## src/dcache_settings.svh

```systemverilog
// data cache geometry shared by the packages and the RTL
`ifndef DCACHE_SETTINGS_SVH
`define DCACHE_SETTINGS_SVH

// associativity fixed by the 3-bit tree LRU
`define DC_NUM_WAY 4

// sets per way
`define DC_NUM_SET 32

// stored tag width
`define DC_TAG_BITS 8

// one line of data
`define DC_DATA_BITS 64

`endif

```

## src/cache_addr_pkg.sv

```systemverilog
// address field types for the data cache lookup
`include "dcache_settings.svh"

package cache_addr_pkg;

  // tag compared against the stored line
  typedef logic [`DC_TAG_BITS-1:0] tag_t;

  // selects one set in every way
  typedef logic [$clog2(`DC_NUM_SET)-1:0] set_index_t;

  // way number for victim choice
  typedef logic [$clog2(`DC_NUM_WAY)-1:0] way_index_t;

endpackage

```

## src/plru_tree.sv

```systemverilog
// per-set tree pseudo-LRU for four ways with victim choice and update
`timescale 1ns/1ps
`include "dcache_settings.svh"

module plru_tree (
  input  logic                       clock,
  input  logic                       reset,
  input  cache_addr_pkg::set_index_t index,
  input  logic                       lru_update,
  output cache_addr_pkg::way_index_t victim_way
);

  // root picks the half and left or right the way inside it
  logic [`DC_NUM_SET-1:0] root_bits;
  logic [`DC_NUM_SET-1:0] left_bits;
  logic [`DC_NUM_SET-1:0] right_bits;

  logic                   root_bit;
  logic                   left_bit;
  logic                   right_bit;
  logic [`DC_NUM_WAY-1:0] choice;

  assign root_bit  = root_bits[index];
  assign left_bit  = left_bits[index];
  assign right_bit = right_bits[index];

  // one-hot victim from the tree walk
  assign choice[0] = ~root_bit & ~left_bit;
  assign choice[1] = ~root_bit &  left_bit;
  assign choice[2] =  root_bit & ~right_bit;
  assign choice[3] =  root_bit &  right_bit;

  // priority encode with the lowest way first
  always_comb begin
    victim_way = '0;
    for (int w = `DC_NUM_WAY - 1; w >= 0; w--) begin
      if (choice[w]) begin
        victim_way = cache_addr_pkg::way_index_t'(w);
      end
    end
  end

  always_ff @(posedge clock) begin
    if (reset) begin
      root_bits  <= '0;
      left_bits  <= '0;
      right_bits <= '0;
    end else if (lru_update) begin
      root_bits[index] <= ~root_bit;
      // flip the half that was just filled
      if (root_bit) begin
        right_bits[index] <= ~right_bit;
      end else begin
        left_bits[index] <= ~left_bit;
      end
    end
  end

endmodule

```

## config.mk

```make
export PLATFORM = sky130hd
export DESIGN_NAME = plru_tree
export DESIGN_NICKNAME = d
export VERILOG_FILES = /design/src/cache_addr_pkg.sv /design/src/plru_tree.sv
export VERILOG_INCLUDE_DIRS = /design/src
export SDC_FILE = /design/constraint.sdc
export NUM_CORES = 1
export LEC_CHECK = 0
export ABC_AREA = 1
export BUFFER_PORTS_ARGS = -buffer_cell sky130_fd_sc_hd__buf_2
export CORE_UTILIZATION = 25
export DETAILED_ROUTE_END_ITERATION = 10
export SLEW_MARGIN = 20
export SYNTH_ARGS = -nofsm -noshare
export SYNTH_HDL_FRONTEND = slang
export SYNTH_SLANG_ARGS = --single-unit
```

## constraint.sdc

```tcl
create_clock -name clock -period 3 [get_ports clock]
set_input_delay 0.6 -clock clock [delete_from_list [all_inputs] [get_ports clock]]
set_output_delay 0.6 -clock clock [all_outputs]
set_load 0.01 [all_outputs]
```

==> After elaboration in Yosys (flattened, before gate mapping) <==
Cells that the tools add are included.
{ "classes": {"add_sub_neg": 0, "multipliers": 0, "div_mod_pow": 0, "order_cmp": 2, "n_eq_ne": 0, "n_shift": 0, "mux": 15, "n_bitwise": 7, "reduce_logical": 3} }
{ "ops": {"columns": ["op", "count"], "rows": [
  ["$bwmux W32", 3],
  ["$bmux W1 S5", 3],
  ["$mux W2", 4],
  ["$lt A5 B6 Y1 const B", 1],
  ["$demux W1 S5", 1],
  ["$ge A5 B1 Y1 const B", 1],
  ["$and A1 B1 Y1", 4],
  ["$mux W1", 4],
  ["$reduce_and A2 Y1", 2],
  ["$not A1 Y1", 3],
  ["$logic_and A1 B1 Y1", 1]
]} }
{ "word_totals": {"ff_bits": 96, "latch_bits": 0, "ram_bits": 0, "rom_bits": 0, "input_bits": 8, "out_inout_bits": 2, "mem_count": 0} }

==> Logic depth before layout (Yosys ltp) <==
{ "depth": {"word_depth": 7, "ltp_mapped": 16} }

==> Worst setup path after synthesis <==
No wires, ideal clock.
{ "synth_timing": {"path_kind": "in2out", "startpoint": "input index[0]", "endpoint": "output victim_way[0]", "arrival_ns": 2.004, "setup_slack_ns": 0.396, "cell_stages": 13, "n_path_buf": 4, "path_cell_list": "buf_6 > buf_2 > nand2_1 > nand2_1 > nand2_1 > nand2_1 > nand2_1 > nand2_1 > nor2_4 > nand2_2 > buf_6 > buf_4 > a31oi_1"} }
{ "synth_between": {"elab_chain_len": 7, "word_cells_on_any_way": 17, "classes_between": "10 x mux; 7 x bitwise"} }
{ "synth_rtl": {"columns": ["item", "line_no", "source"], "rows": [
  ["start, declared", "plru_tree.sv:8", "input cache_addr_pkg::set_index_t index,"],
  ["$bmux W1 S5, on equally long branches", "plru_tree.sv:23, plru_tree.sv:25", null],
  ["$mux W1, on equally long branches", "plru_tree.sv:23, plru_tree.sv:25", null],
  ["$and A1 B1 Y1 / $not A1 Y1 (equally long branches)", "plru_tree.sv:31, plru_tree.sv:30", null],
  ["$mux W2 / $and A1 B1 Y1 (equally long branches)", "plru_tree.sv:37, plru_tree.sv:30", null],
  ["$mux W2 (2 in series)", "plru_tree.sv:37", "if (choice[w]) begin"],
  ["$mux W2 *", "plru_tree.sv:37", null],
  ["end, declared", "plru_tree.sv:10", "output cache_addr_pkg::way_index_t victim_way"]
]} }
Mark *: on every way between the ends. The rest lies on a longest branch, timed or not. The select of a mux whose other input is x is not followed.

==> Final worst setup path <==
Same ends and word-level chain as after synthesis.

==> out/results.ini <==
[worst_setup_path]
crit_chain = buf_2, buf_12, nor2_2, buf_4, nand2_1, nand2_1, o21ai_0, nand2_1, nor2_1, a31oi_1, buf_2
critPathCaptureType = primary output
critPathBufInv = 4
r2r-end = right_bits[12]$_SDFFE_PP0P_
required_ns = 2.40
r2r_slack_ns = 1.06
critPathKind = input port to primary output
worstPathArrival_ns = 2.13
cp_slowest_stage_delay_ns = 0.25
cp_slowest_cell = o21ai_0
cpLargestDelayFamily = buffers and inverters
worstPathMaxFanout = 33
cpMostUsedCell = nand2_1
r2r_start = root_bits[5]$_SDFFE_PP0P_
startpoint_type = input port
reg2reg_depth = 14

[layout]
multi_input_area_um2 = 2730
drive_above_1_share = 0.0963
fin_nets = 844
syn2layout_area_growth_pct = 13.0
regArea_um2 = 1920
fill_cells = 2236
final_area_um2 = 5820
stdcell_count = 1111
antennaDiodeCount = 0

[timing]
period_needed_ns = 2.73
rsz0062_at_grt = false
drv_slew = 0
tightest_slew_ns = 0.651
period_share = 0.910
tns_ns = 0
slew_headroom = 0.566
setup_viol = 0
final_hold_viol_count = 0
fmaxAchievable_ghz = 0.366
skew_ns = 0.0113

[clock_network]
insertion_delay_ns = 0.36
root_buffer = clkbuf_16
cts.sinks = 96
path_clk_slew_ns = 0.07
cts_made_buffers = 9
clock_path_buffers = 2
cts_setup_buffers = 0
htreeDepth = 3
postCtsHoldBufs = 0
cts_tree = built
ctsResizeCount = 0

[grt]
grt.overflow.total = 0
grt_util_all_layers = 0.140
grt_max_degree = 86
grt_pass1_vias = 4482
antenna_found_initial = 0
grt_pass1_wl_um = 23400

[power_and_ir_drop]
ir_worst_vdd_v = 0.000179
seqPwrFrac = 0.500
switching_power_w = 0.000658
leakage_nw = 2.37
sw_frac_of_total = 0.255
p_clk_frac = 0.428
p_comb_frac = 0.073
cellInternalPower_w = 0.00192
power_density_nw_per_um2 = 444

[min_path]
hold_end = left_bits[7]$_SDFFE_PP0P_
worstHoldPathCells = 2
min_path_type = flip-flop to flip-flop
worstHoldStart = left_bits[7]$_SDFFE_PP0P_

[synth]
syn_area_per_cell_um2 = 6.21
synth_top_area_frac = 0.373
synth-xor-area-share = 0
post-synth-top-area-cell = dfxtp_1
yosys.area_share.simple = 0.430
synthCells = 829
synth_compound_area_frac = 0.0989
synth_adder_area_share = 0
ys_ff_latch = 96
yosysSeqAreaShare = 0.373
yosys-top-cells-area = dfxtp_1 37%, nand2_1 20%, nor2_1 12%
synth_top_family_by_area = simple AND/OR/NAND/NOR gates
synth.cell_area_um2 = 5150
synthMuxAreaShare = 0
synth_fp_nets = 837
yosys_warnings = 0
synth.distinct_cells = 21

[route]
via_per_inst = 4.51
wirelength_um = 14200
first_pass_iters = 5
ant_nets = 0
vias = 5012
dr.first_iter.drc_count = 364
wl_per_cell_um = 12.8
detail_route.drc_violations = 0

[placement]
gp_congestion = 0.837
dp_hpwl_um = 9560
dp.cells = 1095
numPortBuffers = 9
placed_cell_area_um2 = 5540

[floorplanning]
coreArea_um2 = 20200
die_h_um = 146
die_w_um = 146
die_area_um2 = 21200
initial_core_util = 0.255
io_pins = 10
rows = 52

[flow_run]
cap_violations = 0

[outcome]
status = complete, no violations

[kinds of logic after synthesis]
logic type,count (synthesis)
buffers and inverters,106
DFF,96
and+or+nand+nor,533
AOI/OAI and AO/OA,94
[state kept, by name, indices dropped and copies added, names as in the netlist]
register,cells
root_bits,32
right_bits,32
left_bits,32
[worst max path at each step]
stage / from / end / slack (ns) / cells after the start
detailed placement: index[0] / victim_way[0] / 0.26 / 13
global placement: index[0] / victim_way[0] / 0.27 / 11
finish: index[0] / victim_way[0] / 0.27 / 11
CTS: index[0] / victim_way[0] / 0.25 / 13
global route: index[0] / victim_way[1] / 0.09 / 13
floorplan: index[0] / victim_way[0] / 0.40 / 13
[power by group through the flow]
stage / registers, W / clock network [W] / logic [W]
CTS: 0.00129 / 0.00113 / 0.000188
floorplan: 0.00132 / 0 / 0.000122
finish: 0.00129 / 0.00110 / 0.000188
detailed placement: 0.00132 / 0 / 0.000188
global route: 0.00129 / 0.00118 / 0.000208
global placement: 0.00132 / 0 / 0.000187
[worst reg2reg max path, stage by stage, from the launching register on]
cell and delay [ns]:
dfxtp_1 0.34, nand2_1 0.06, nand2_1 0.08, nand2_1 0.05, nand2_1 0.06, nand2_1 0.04, nand2_1 0.12, nor2_4 0.08
nand2_4 0.10, buf_4 0.26, buf_4 0.38, nand2_1 0.13, inv_1 0.10, nand2_1 0.06, nand2_1 0.05
[layer usage]
metal / track usage / vias up / wire length [um]
met5: 0 / - / 0
met4: 0.0526 / 0 / 256
met3: 0.0251 / 17 / 725
met2: 0.215 / 132 / 6250
met1: 0.194 / 2264 / 6990
li1: - / 2599 / -
[cells in the mapped netlist]
library cell  number
a21oi_1           21
inv_1             60
nor3_1            14
nor3_2            16
o21bai_1          15
buf_2             12
nor2_4             3
buf_4              7
nand3_1           47
nor2_1           171
nand4_1            1
inv_2              6
nor2_2             2
dfxtp_1           96
o21ai_1            2
nand2_1          277
buf_6              9
nand2_2            2
clkbuf_1          12
o21ai_0           55
a31oi_1            1
[cells in the final DEF, fill, tap and decap left out, types with 14 or more instances in the layout]
cell type,Yosys,final
nand2_1,277,277
nand3_1,47,47
dfxtp_1,96,96
inv_1,60,59
nor3_2,16,16
a21oi_1,21,21
nor3_1,14,14
buf_4,7,22
nor2_1,171,171
o21ai_0,55,55
o21bai_1,15,15
[per-stage QoR]
step	total power [W]	utilization	setup WS [ns]	hold slack, ns
3_3_place_gp	0.00151	0.274	0.265	0.455
3_5_place_dp	0.00151	0.274	0.260	0.459
2_1_floorplan	0.00144	-	0.396	0.438
5_1_grt	0.00267	0.288	0.0900	0.479
4_1_cts	0.00260	0.288	0.248	0.469
6_report	0.00258	0.288	0.271	0.472
[final cells by class]
| cell class | instances | share of cell area |
|---|---|---|
| multi-input cells | 627 | 0.469 |
| flip-flops and latches | 96 | 0.330 |
| well taps | 270 | 0.0581 |
| repair buffers | 36 | 0.0533 |
| inverters | 66 | 0.0426 |
| clock buffers | 11 | 0.0417 |
| clock inverters | 5 | 0.00538 |
Note: power is estimated with default switching activity, not from simulation.
