--- src/dcache_settings.svh ---
// data cache geometry shared by the packages and the RTL
`ifndef DCACHE_SETTINGS_SVH
`define DCACHE_SETTINGS_SVH

// associativity fixed by the 3-bit tree LRU
`define DC_NUM_WAY 4

// sets per way
`define DC_NUM_SET 32

// stored tag width
`define DC_TAG_BITS 8

// one line of data
`define DC_DATA_BITS 64

`endif

--- src/cache_addr_pkg.sv ---
// address field types for the data cache lookup
`include "dcache_settings.svh"

package cache_addr_pkg;

  // tag compared against the stored line
  typedef logic [`DC_TAG_BITS-1:0] tag_t;

  // selects one set in every way
  typedef logic [$clog2(`DC_NUM_SET)-1:0] set_index_t;

  // way number for victim choice
  typedef logic [$clog2(`DC_NUM_WAY)-1:0] way_index_t;

endpackage

--- src/cache_line_pkg.sv ---
// stored cache line layout and line data type
`include "dcache_settings.svh"

package cache_line_pkg;

  typedef logic [`DC_DATA_BITS-1:0] data_t;

  // one entry of a way in 74 bits
  typedef struct packed {
    logic                  valid;
    logic                  dirty;
    cache_addr_pkg::tag_t  tag;
    data_t                 data;
  } line_t;

endpackage

--- src/way_combine.sv ---
// merges per-way lookups, steers the write strobe and selects the eviction line
`timescale 1ns/1ps
`include "dcache_settings.svh"

module way_combine (
  input  logic                                          wr_en,
  input  logic                                          wr_fill,
  input  logic                  [`DC_NUM_WAY-1:0]       way_rd_hit,
  input  logic                  [`DC_NUM_WAY-1:0]       way_wr_hit,
  input  cache_line_pkg::data_t [`DC_NUM_WAY-1:0]       way_rd_data,
  input  cache_line_pkg::data_t [`DC_NUM_WAY-1:0]       way_evict_data,
  input  logic                  [`DC_NUM_WAY-1:0]       way_evict_valid,
  input  logic                  [`DC_NUM_WAY-1:0]       way_evict_dirty,
  input  cache_addr_pkg::tag_t  [`DC_NUM_WAY-1:0]       way_evict_tag,
  input  cache_addr_pkg::way_index_t                    victim_way,
  output logic                                          rd_hit,
  output cache_line_pkg::data_t                         rd_data,
  output logic                                          wr_hit,
  output logic                  [`DC_NUM_WAY-1:0]       way_write,
  output logic                                          lru_update,
  output logic                                          evict_valid,
  output logic                                          evict_dirty,
  output cache_addr_pkg::tag_t                          evict_tag,
  output cache_line_pkg::data_t                         evict_data
);

  logic                   fill_miss;
  logic [`DC_NUM_WAY-1:0] victim_onehot;

  assign rd_hit = |way_rd_hit;
  assign wr_hit = |way_wr_hit;

  // data of the single hitting way
  always_comb begin
    rd_data = '0;
    for (int w = 0; w < `DC_NUM_WAY; w++) begin
      if (way_rd_hit[w]) begin
        rd_data = way_rd_data[w];
      end
    end
  end

  always_comb begin
    victim_onehot             = '0;
    victim_onehot[victim_way] = 1'b1;
  end

  // fill from memory into a set that lacks the tag
  assign fill_miss  = wr_en & wr_fill & ~wr_hit;
  assign lru_update = fill_miss;

  // hit way first and then the LRU victim
  always_comb begin
    if (wr_en && wr_hit) begin
      way_write = way_wr_hit;
    end else if (fill_miss) begin
      way_write = victim_onehot;
    end else begin
      way_write = '0;
    end
  end

  // line that a fill would replace
  assign evict_valid = way_evict_valid[victim_way];
  assign evict_dirty = way_evict_dirty[victim_way];
  assign evict_tag   = way_evict_tag[victim_way];
  assign evict_data  = way_evict_data[victim_way];

endmodule

--- config.mk ---
export PLATFORM = sky130hd
export DESIGN_NAME = way_combine
export DESIGN_NICKNAME = d
export VERILOG_FILES = /design/src/cache_addr_pkg.sv /design/src/cache_line_pkg.sv /design/src/way_combine.sv
export VERILOG_INCLUDE_DIRS = /design/src
export SDC_FILE = /design/constraint.sdc
export NUM_CORES = 1
export LEC_CHECK = 0
export BUFFER_PORTS_ARGS = -buffer_cell sky130_fd_sc_hd__clkbuf_2
export CORE_AREA = 2 2 273 275
export DETAILED_ROUTE_END_ITERATION = 10
export DIE_AREA = 0 0 275 277
export GPL_ROUTABILITY_DRIVEN = 0
export GPL_TIMING_DRIVEN = 0
export SYNTH_ARGS = -nofsm -noshare
export SYNTH_HDL_FRONTEND = slang
export SYNTH_SLANG_ARGS = --single-unit
--- constraint.sdc ---
create_clock -name vclk -period 3.2
set_clock_uncertainty 0.2 [all_clocks]
set_input_delay 0.96 -clock vclk [all_inputs]
set_output_delay 0.96 -clock vclk [all_outputs]
set_load 0.02 [all_outputs]
# ---- Word level (Yosys, flattened, before mapping)
# Index checks and enable logic that the tools add are counted.
dict set report classes {
  n_lt_le_gt_ge 2
  n_mux 16
  bitwise 3
  reduce_logical 4
}
# cell count
set op_table {}
lappend op_table {{2-to-1 mux 64 bit} 5}
lappend op_table {{binary-select mux 64 bit (select 2 bit)} 1}
lappend op_table {{binary-select mux 8 bit (select 2 bit)} 1}
lappend op_table {{2-to-1 mux 4 bit} 2}
lappend op_table {{2-to-1 mux 8 bit} 1}
lappend op_table {{OR reduction 4 bit} 2}
lappend op_table {{binary-select mux 1 bit (select 2 bit)} 2}
lappend op_table {{less-than comparator 2 x 3 -> 1 bit (second input constant)} 1}
lappend op_table {{2-to-1 mux 1 bit} 3}
lappend op_table {{AND 1 bit} 2}
lappend op_table {{demux 1 bit (select 2 bit)} 1}
lappend op_table {{>= comparator 2 x 1 -> 1 bit (second input constant)} 1}
lappend op_table {{logical AND 1 bit} 2}
lappend op_table {{inverter 1 bit} 1}
dict set report word_totals {
  register_bits 0
  in_bits 564
  output_inout_bits 145
  word_cells 25
}

# ---- Longest topological paths before layout
# Gate-level depths: netlist of run 1.
dict set report logic_depth {
  depth_word 6
  mapped_depth 5
}

# ---- Least setup slack after synthesis of run 1
# No wires, ideal clock.
dict set report synth_timing {
  kind {input -> output}
  startpoint {input port way_wr_hit[0]}
  endpoint {output port way_write[0]}
  arrival_time_ns 2.054
  required_time_ns 2.040
  path_slack_ns -0.014
  stages 3
  n_path_buf 0
  cell_sequence {or4_4 > nor2_8 > a32o_1}
}
dict set report synth_via {
  elab_chain_cells 5
}
# element line
set synth_rtl {}
lappend synth_rtl {{from (decl)} way_combine.sv:9} ;# input logic [`DC_NUM_WAY-1:0] way_wr_hit,
lappend synth_rtl {{OR reduction 4 bit} way_combine.sv:31} ;# assign wr_hit = |way_wr_hit;
lappend synth_rtl {{inverter 1 bit} way_combine.sv:49} ;# assign fill_miss = wr_en & wr_fill & ~wr_hit;
lappend synth_rtl {{AND 1 bit} way_combine.sv:49}
lappend synth_rtl {{named net lru_update} way_combine.sv:20} ;# output logic lru_update,
lappend synth_rtl {{2-to-1 mux 4 bit} way_combine.sv:56} ;# end else if (fill_miss) begin
lappend synth_rtl {{2-to-1 mux 4 bit} way_combine.sv:54} ;# if (wr_en && wr_hit) begin
lappend synth_rtl {{to (decl)} way_combine.sv:19} ;# output logic [`DC_NUM_WAY-1:0] way_write,
# The timed path passes the listed nets, and every way through them passes these cells.

# ---- Worst setup path after layout of run 1
dict set report layout_timing {
  startpoint {input port way_rd_hit[3]}
  endpoint {output port rd_data[45]}
}
dict set report layout_via {
  elab_chain_cells 1
}
# element line
set layout_rtl {}
lappend layout_rtl {{from (decl)} way_combine.sv:8} ;# input logic [`DC_NUM_WAY-1:0] way_rd_hit,
lappend layout_rtl {{2-to-1 mux 64 bit} way_combine.sv:37} ;# if (way_rd_hit[w]) begin
lappend layout_rtl {{to (decl)} way_combine.sv:17} ;# output cache_line_pkg::data_t rd_data,
# Every way passes these cells.

==> results of run 1 <==
metal layers:
layer | part of all wire | vias to the layer above | track usage
met5 | 0.0081 | - | 0.0109
met2 | 0.38 | 686 | 0.145
met4 | 0.010 | 54 | 0.00471
met1 | 0.41 | 3678 | 0.153
li1 | - | 3020 | -
met3 | 0.19 | 100 | 0.0863
path summary, 6_finish.rpt:
check | from | to | slack, ns | cells past startpoint
setup / recovery | way_rd_hit[3] | rd_data[45] | -0.13 | 7
hold / removal | way_wr_hit[1] | way_write[1] | 2.05 | 3
power breakdown:
group,switching (uW),internal [uW]
clock,0,0.000807
combinational,833,883
sequential,0,0
total,833,883
layout by cell type, fill, tap and decap left out, drive strengths merged:
| master | instances |
|---|---|
| inv | 4 |
| nor2b | 1 |
| mux4 | 74 |
| diode | 19 |
| bufbuf | 1 |
| buf | 163 |
| a32o | 4 |
| clkbuf | 624 |
| nand2 | 4 |
| a22oi | 63 |
| nand2b | 1 |
| o211a | 1 |
| a221oi | 1 |
| a21oi | 63 |
| nor2 | 4 |
| o22ai | 63 |
| or4 | 1 |
final cells by class:
class              instances  area, um2  area share
inverters                  4       15.0     0.00152
well taps                969       1210       0.123
diodes                    19       47.5     0.00482
plain buffers             50        581      0.0589
multi-input cells        280       3280       0.332
repair buffers           738       4720       0.479
metrics by stage:
stage,cell area [um2],worst slack [ns]
after floorplan,3270,0.0292
after global placement,8020,-1.29
after detailed placement,8020,-1.31
after CTS,9410,-0.137
after global routing,9830,-0.134
final,9860,-0.129
repair_timing:
action | in CTS | in global routing
resized for setup | 256 | 219
gates cloned | 9 | 4
buffers inserted | 21 | 1
setup endpoints to repair | 141 | 125
pin swaps | 36 | 16
endpoints found under the hold margin | 0 | 0
cell families after synthesis:
| family | share of synthesized area |
|---|---|
| AO/OA/AOI/OAI | 0.380 |
| buffers and inverters | 0.0881 |
| multiplexers | 0.510 |
| AND/OR/NAND/NOR | 0.0215 |
==> impl_metrics.tcl, run 1 <==
set metrics [dict create \
    vias 7538 \
    wirelength_mm 47.3 \
    die_area_um2 76200 \
    yosysTopAreaCellShare 0.510 \
    placedCellCount 2012 \
    seq_cells 0 \
    wire_per_inst_um 23.0 \
    yosys-top-cells-area "mux4_2 (51%), a22oi_1 (14%), o22ai_1 (12%)" \
    violations "negative setup slack" \
    cap_viol_max_count 0 \
    path_buf_inv 4 \
    max_freq_ghz 0.300 \
    die_w_um 275 \
    first_global_vias 6839 \
    regArea_um2 0 \
    yosys_warnings 0 \
    setup-tns-final_ns -1.68 \
    clkbuf_count 0 \
    endpoint_kind "primary output" \
    setup_violations 69 \
    num_rows 100 \
    drtIter0Drc 791 \
    vias_per_cell 3.66 \
    critical_path_arrival_ns 2.17 \
    start_kind "primary input" \
    worstPathCellList "clkbuf_16 > nand2b_4 > buf_8 > buf_4 > o22ai_1 > a21oi_2 > clkbuf_8" \
    yosysMostFrequentCell "mux4_2" \
    grt_first_pass_wirelength_mm 59.6 \
    avgSynthCellArea_um2 9.72 \
    synthesis.nets 900 \
    crit_fanout 10 \
    cpMaxStageDelayCell "a21oi_2" \
    ioPinCount 709 \
    netlist_instances 336 \
    grt_overflow 0 \
    ys_seq_area_frac 0 \
    run_status "finished with violations" \
    layout-drive-gt1-share 0.864 \
    stdcell_count 2060 \
    crit_required_ns 2.04 \
    dp_hpwl_mm 41.3 \
    hp-class "in2out" \
    core_um2 73600 \
    synthToLayoutAreaGrowth_pct 202 \
    layout_setup_ws_ns -0.129 \
    total_power_uw 1720 \
    grt_max_degree 14 \
    period_share 1.04 \
    rsz0062_at_grt "yes" \
    worst_hold_slack_ns 2.05 \
    ctsHoldBuffers 0 \
    postLayoutCoreUtil 0.134 \
    tightest_slew_ns 0.407 \
    p_per_area_nw_per_um2 174 \
    yosysUniqueCellTypes 20 \
    crit_family "buffers and inverters" \
    start_util 0.0444 \
    drtPass1Iterations 7 \
    report.final.hold_viol_count 0 \
    slowest_delay_ns 0.27 \
    drtAntennaViolNets 0 \
    slew_headroom 0.728 \
    p_leak_uw 0.00464 \
    drc 0 \
    synth_area_um2 3270 \
    die_h_um 277 \
    period_minus_slack_ns 3.33 \
    slew_violations 0 \
    port_buffers 707 \
    netlist_top_cells_count "mux4_2 (74), a21oi_1 (63), a22oi_1 (63), o22ai_1 (63), buf_2 (26)" \
    antenna_found_initial 48 \
    critPathKind "in2out" \
    grt_use_total 0.113 \
    synth_largest_area_cell "mux4_2" \
    nets 1638 \
    ir_worst_vdd_mv 0.0824 \
    fill_cells 8393 \
]
(Power assumes the default switching activity.)
==> run 2: changes to the inputs <==
--- a/config.mk
+++ b/config.mk
@@ -7,11 +7,14 @@
 export NUM_CORES = 1
 export LEC_CHECK = 0
 export BUFFER_PORTS_ARGS = -buffer_cell sky130_fd_sc_hd__clkbuf_2
-export CORE_AREA = 2 2 273 275
+export CELL_PAD_IN_SITES_DETAIL_PLACEMENT = 0
+export CELL_PAD_IN_SITES_GLOBAL_PLACEMENT = 2
+export CORE_AREA = 2 2 277 279
 export DETAILED_ROUTE_END_ITERATION = 10
-export DIE_AREA = 0 0 275 277
+export DIE_AREA = 0 0 279 281
 export GPL_ROUTABILITY_DRIVEN = 0
 export GPL_TIMING_DRIVEN = 0
+export PLACE_DENSITY_LB_ADDON = 0.1
 export SYNTH_ARGS = -nofsm -noshare
 export SYNTH_HDL_FRONTEND = slang
 export SYNTH_SLANG_ARGS = --single-unit
==> run 2 against run 1 <==
  * The run still ends with negative setup slack left
  * Critical path depth shrank 2
  * First-iteration DRC count is 76% lower
  * Fmax rose by 2.3%
  * Flip-flop and latch count did not move
  * Non-clock buffer count fell by 10
  * Power fell by 7.9%
  * Global-route usage shrank 1.1 points
  * Routed wire length decreased by 7.2%
  * Die area rose by 2.9%
  * Final area down 3.6%
  * Highest routed layer unchanged
==> impl_metrics.tcl, run 2 (same netlist as run 1, synthesis figures left out) <==
set metrics [dict create \
    seq_cells 0 \
    grt_use_total 0.102 \
    slew_violations 0 \
    rsz0062_at_grt "yes" \
    stdcell_count 2043 \
    layout_common_cells "clkbuf_2 (609), mux4_2 (74), buf_4 (65)" \
    fin_area_um2 9510 \
    grt_overflow 0 \
    period_minus_slack_ns 3.25 \
    run_status "finished with violations" \
    core_um2 75400 \
    start_util 0.0433 \
    max_freq_ghz 0.307 \
    met1_usage 0.120 \
    vias 6318 \
    num_rows 101 \
    antenna_found_initial 7 \
    die_w_um 279 \
    hp-class "in2out" \
    drtAntennaViolNets 0 \
    critical_path_arrival_ns 2.09 \
    die_h_um 281 \
    drtIter0Drc 187 \
    dp_hpwl_mm 38.8 \
    nets 1628 \
    tightest_slew_ns 0.340 \
    first_global_vias 6840 \
    crit_fanout 8 \
    met2_usage 0.197 \
    layout-drive-gt1-share 0.866 \
    port_buffers 707 \
    postPlaceCellArea_um2 8030 \
    vias_per_cell 3.09 \
    die_area_um2 78400 \
    layout_setup_ws_ns -0.0536 \
    p_leak_uw 0.00449 \
    synthToLayoutAreaGrowth_pct 191 \
    crit_required_ns 2.04 \
    clkbuf_count 0 \
    drc 0 \
    cap_viol_max_count 0 \
    wire_per_inst_um 21.5 \
    slew_headroom 0.773 \
    endpoint_kind "primary output" \
    p_per_area_nw_per_um2 166 \
    period_share 1.02 \
    layout_commonest_cell "clkbuf_2" \
    critPathKind "in2out" \
    use_met3 0.0184 \
    placedCellCount 2021 \
    ir_worst_vdd_mv 0.0464 \
    grt_first_pass_wirelength_mm 56.6 \
    setup_violations 14 \
    drtPass1Iterations 4 \
    ioPinCount 709 \
    violations "negative setup slack" \
    regArea_um2 0 \
    fill_cells 8777 \
    report.final.hold_viol_count 0 \
    wirelength_mm 43.9 \
    busiest_layer "met2" \
    grt_max_degree 11 \
    start_kind "primary input" \
]
[run 2: cell count changes in the layout (fill, tap and decap cells not counted), moves of 3 or more]
| cell | delta |
|---|---|
| o22ai_2 | -6 |
| buf_16 | -3 |
| diode_2 | -16 |
| clkbuf_2 | +9 |
| o22ai_1 | +7 |
| buf_4 | +21 |
| buf_6 | -22 |
| buf_8 | -14 |
| a22oi_1 | -14 |
| buf_2 | -4 |
| a22oi_2 | +14 |
[run 2: worst paths after layout]
check                startpoint             end  cells past startpoint
setup / recovery  victim_way[0]  evict_data[56]                      5
hold / removal    way_rd_hit[0]          rd_hit                      4
[run 2: final cells by class]
| cell class | instances | area (um2) | area share |
|---|---|---|---|
| antenna | 3 | 7.51 | 0.000790 |
| timing repair buffer | 726 | 4280 | 0.450 |
| inverter | 4 | 17.5 | 0.00184 |
| tap | 978 | 1220 | 0.129 |
| multi-input combinational | 280 | 3270 | 0.344 |
| buffer | 52 | 704 | 0.0741 |
[run 2: through the flow]
stage	setup slack, ns	util	TNS [ns]	power, uW	hold WS (ns)
floorplan	0.0292	-	0	642	1.86
finish	-0.0536	0.126	-0.346	1580	2.05
global placement	-0.941	0.106	-54.44	1350	2.09
global route	-0.0827	0.126	-2.16	1700	2.08
CTS	-0.0641	0.119	-0.834	1510	2.09
detailed placement	-0.913	0.106	-50.90	1340	2.08
[run 2: critical path, stage by stage]
cell and delay (ns):
buf_12 0.10, buf_12 0.14, buf_12 0.14, mux4_2 0.57, buf_8 0.16
[run 2: where the power goes]
group          internal, uW  switching [uW]  leakage [uW]  total (uW)
Combinational           817             764       0.00449        1580
Clock              0.000126               0  0.0000000190    0.000126
Sequential                0               0             0           0
[run 2: layer usage]
metal / vias to the layer above / part of all wire
li1: 2985 / -
met1: 3019 / 0.38
met2: 302 / 0.56
met3: 10 / 0.060
met4: 2 / 0.0049
met5: - / 0.00030
[run 2: repair_timing]
| action | 4_1_cts | 5_1_grt |
|---|---|---|
| pin swaps | 20 | 41 |
| hold buffers | 0 | 0 |
| setup endpoints to repair | 137 | 100 |
| gates cloned | 2 | 5 |
| gates resized for setup | 239 | 190 |
| setup buffers | 11 | 1 |
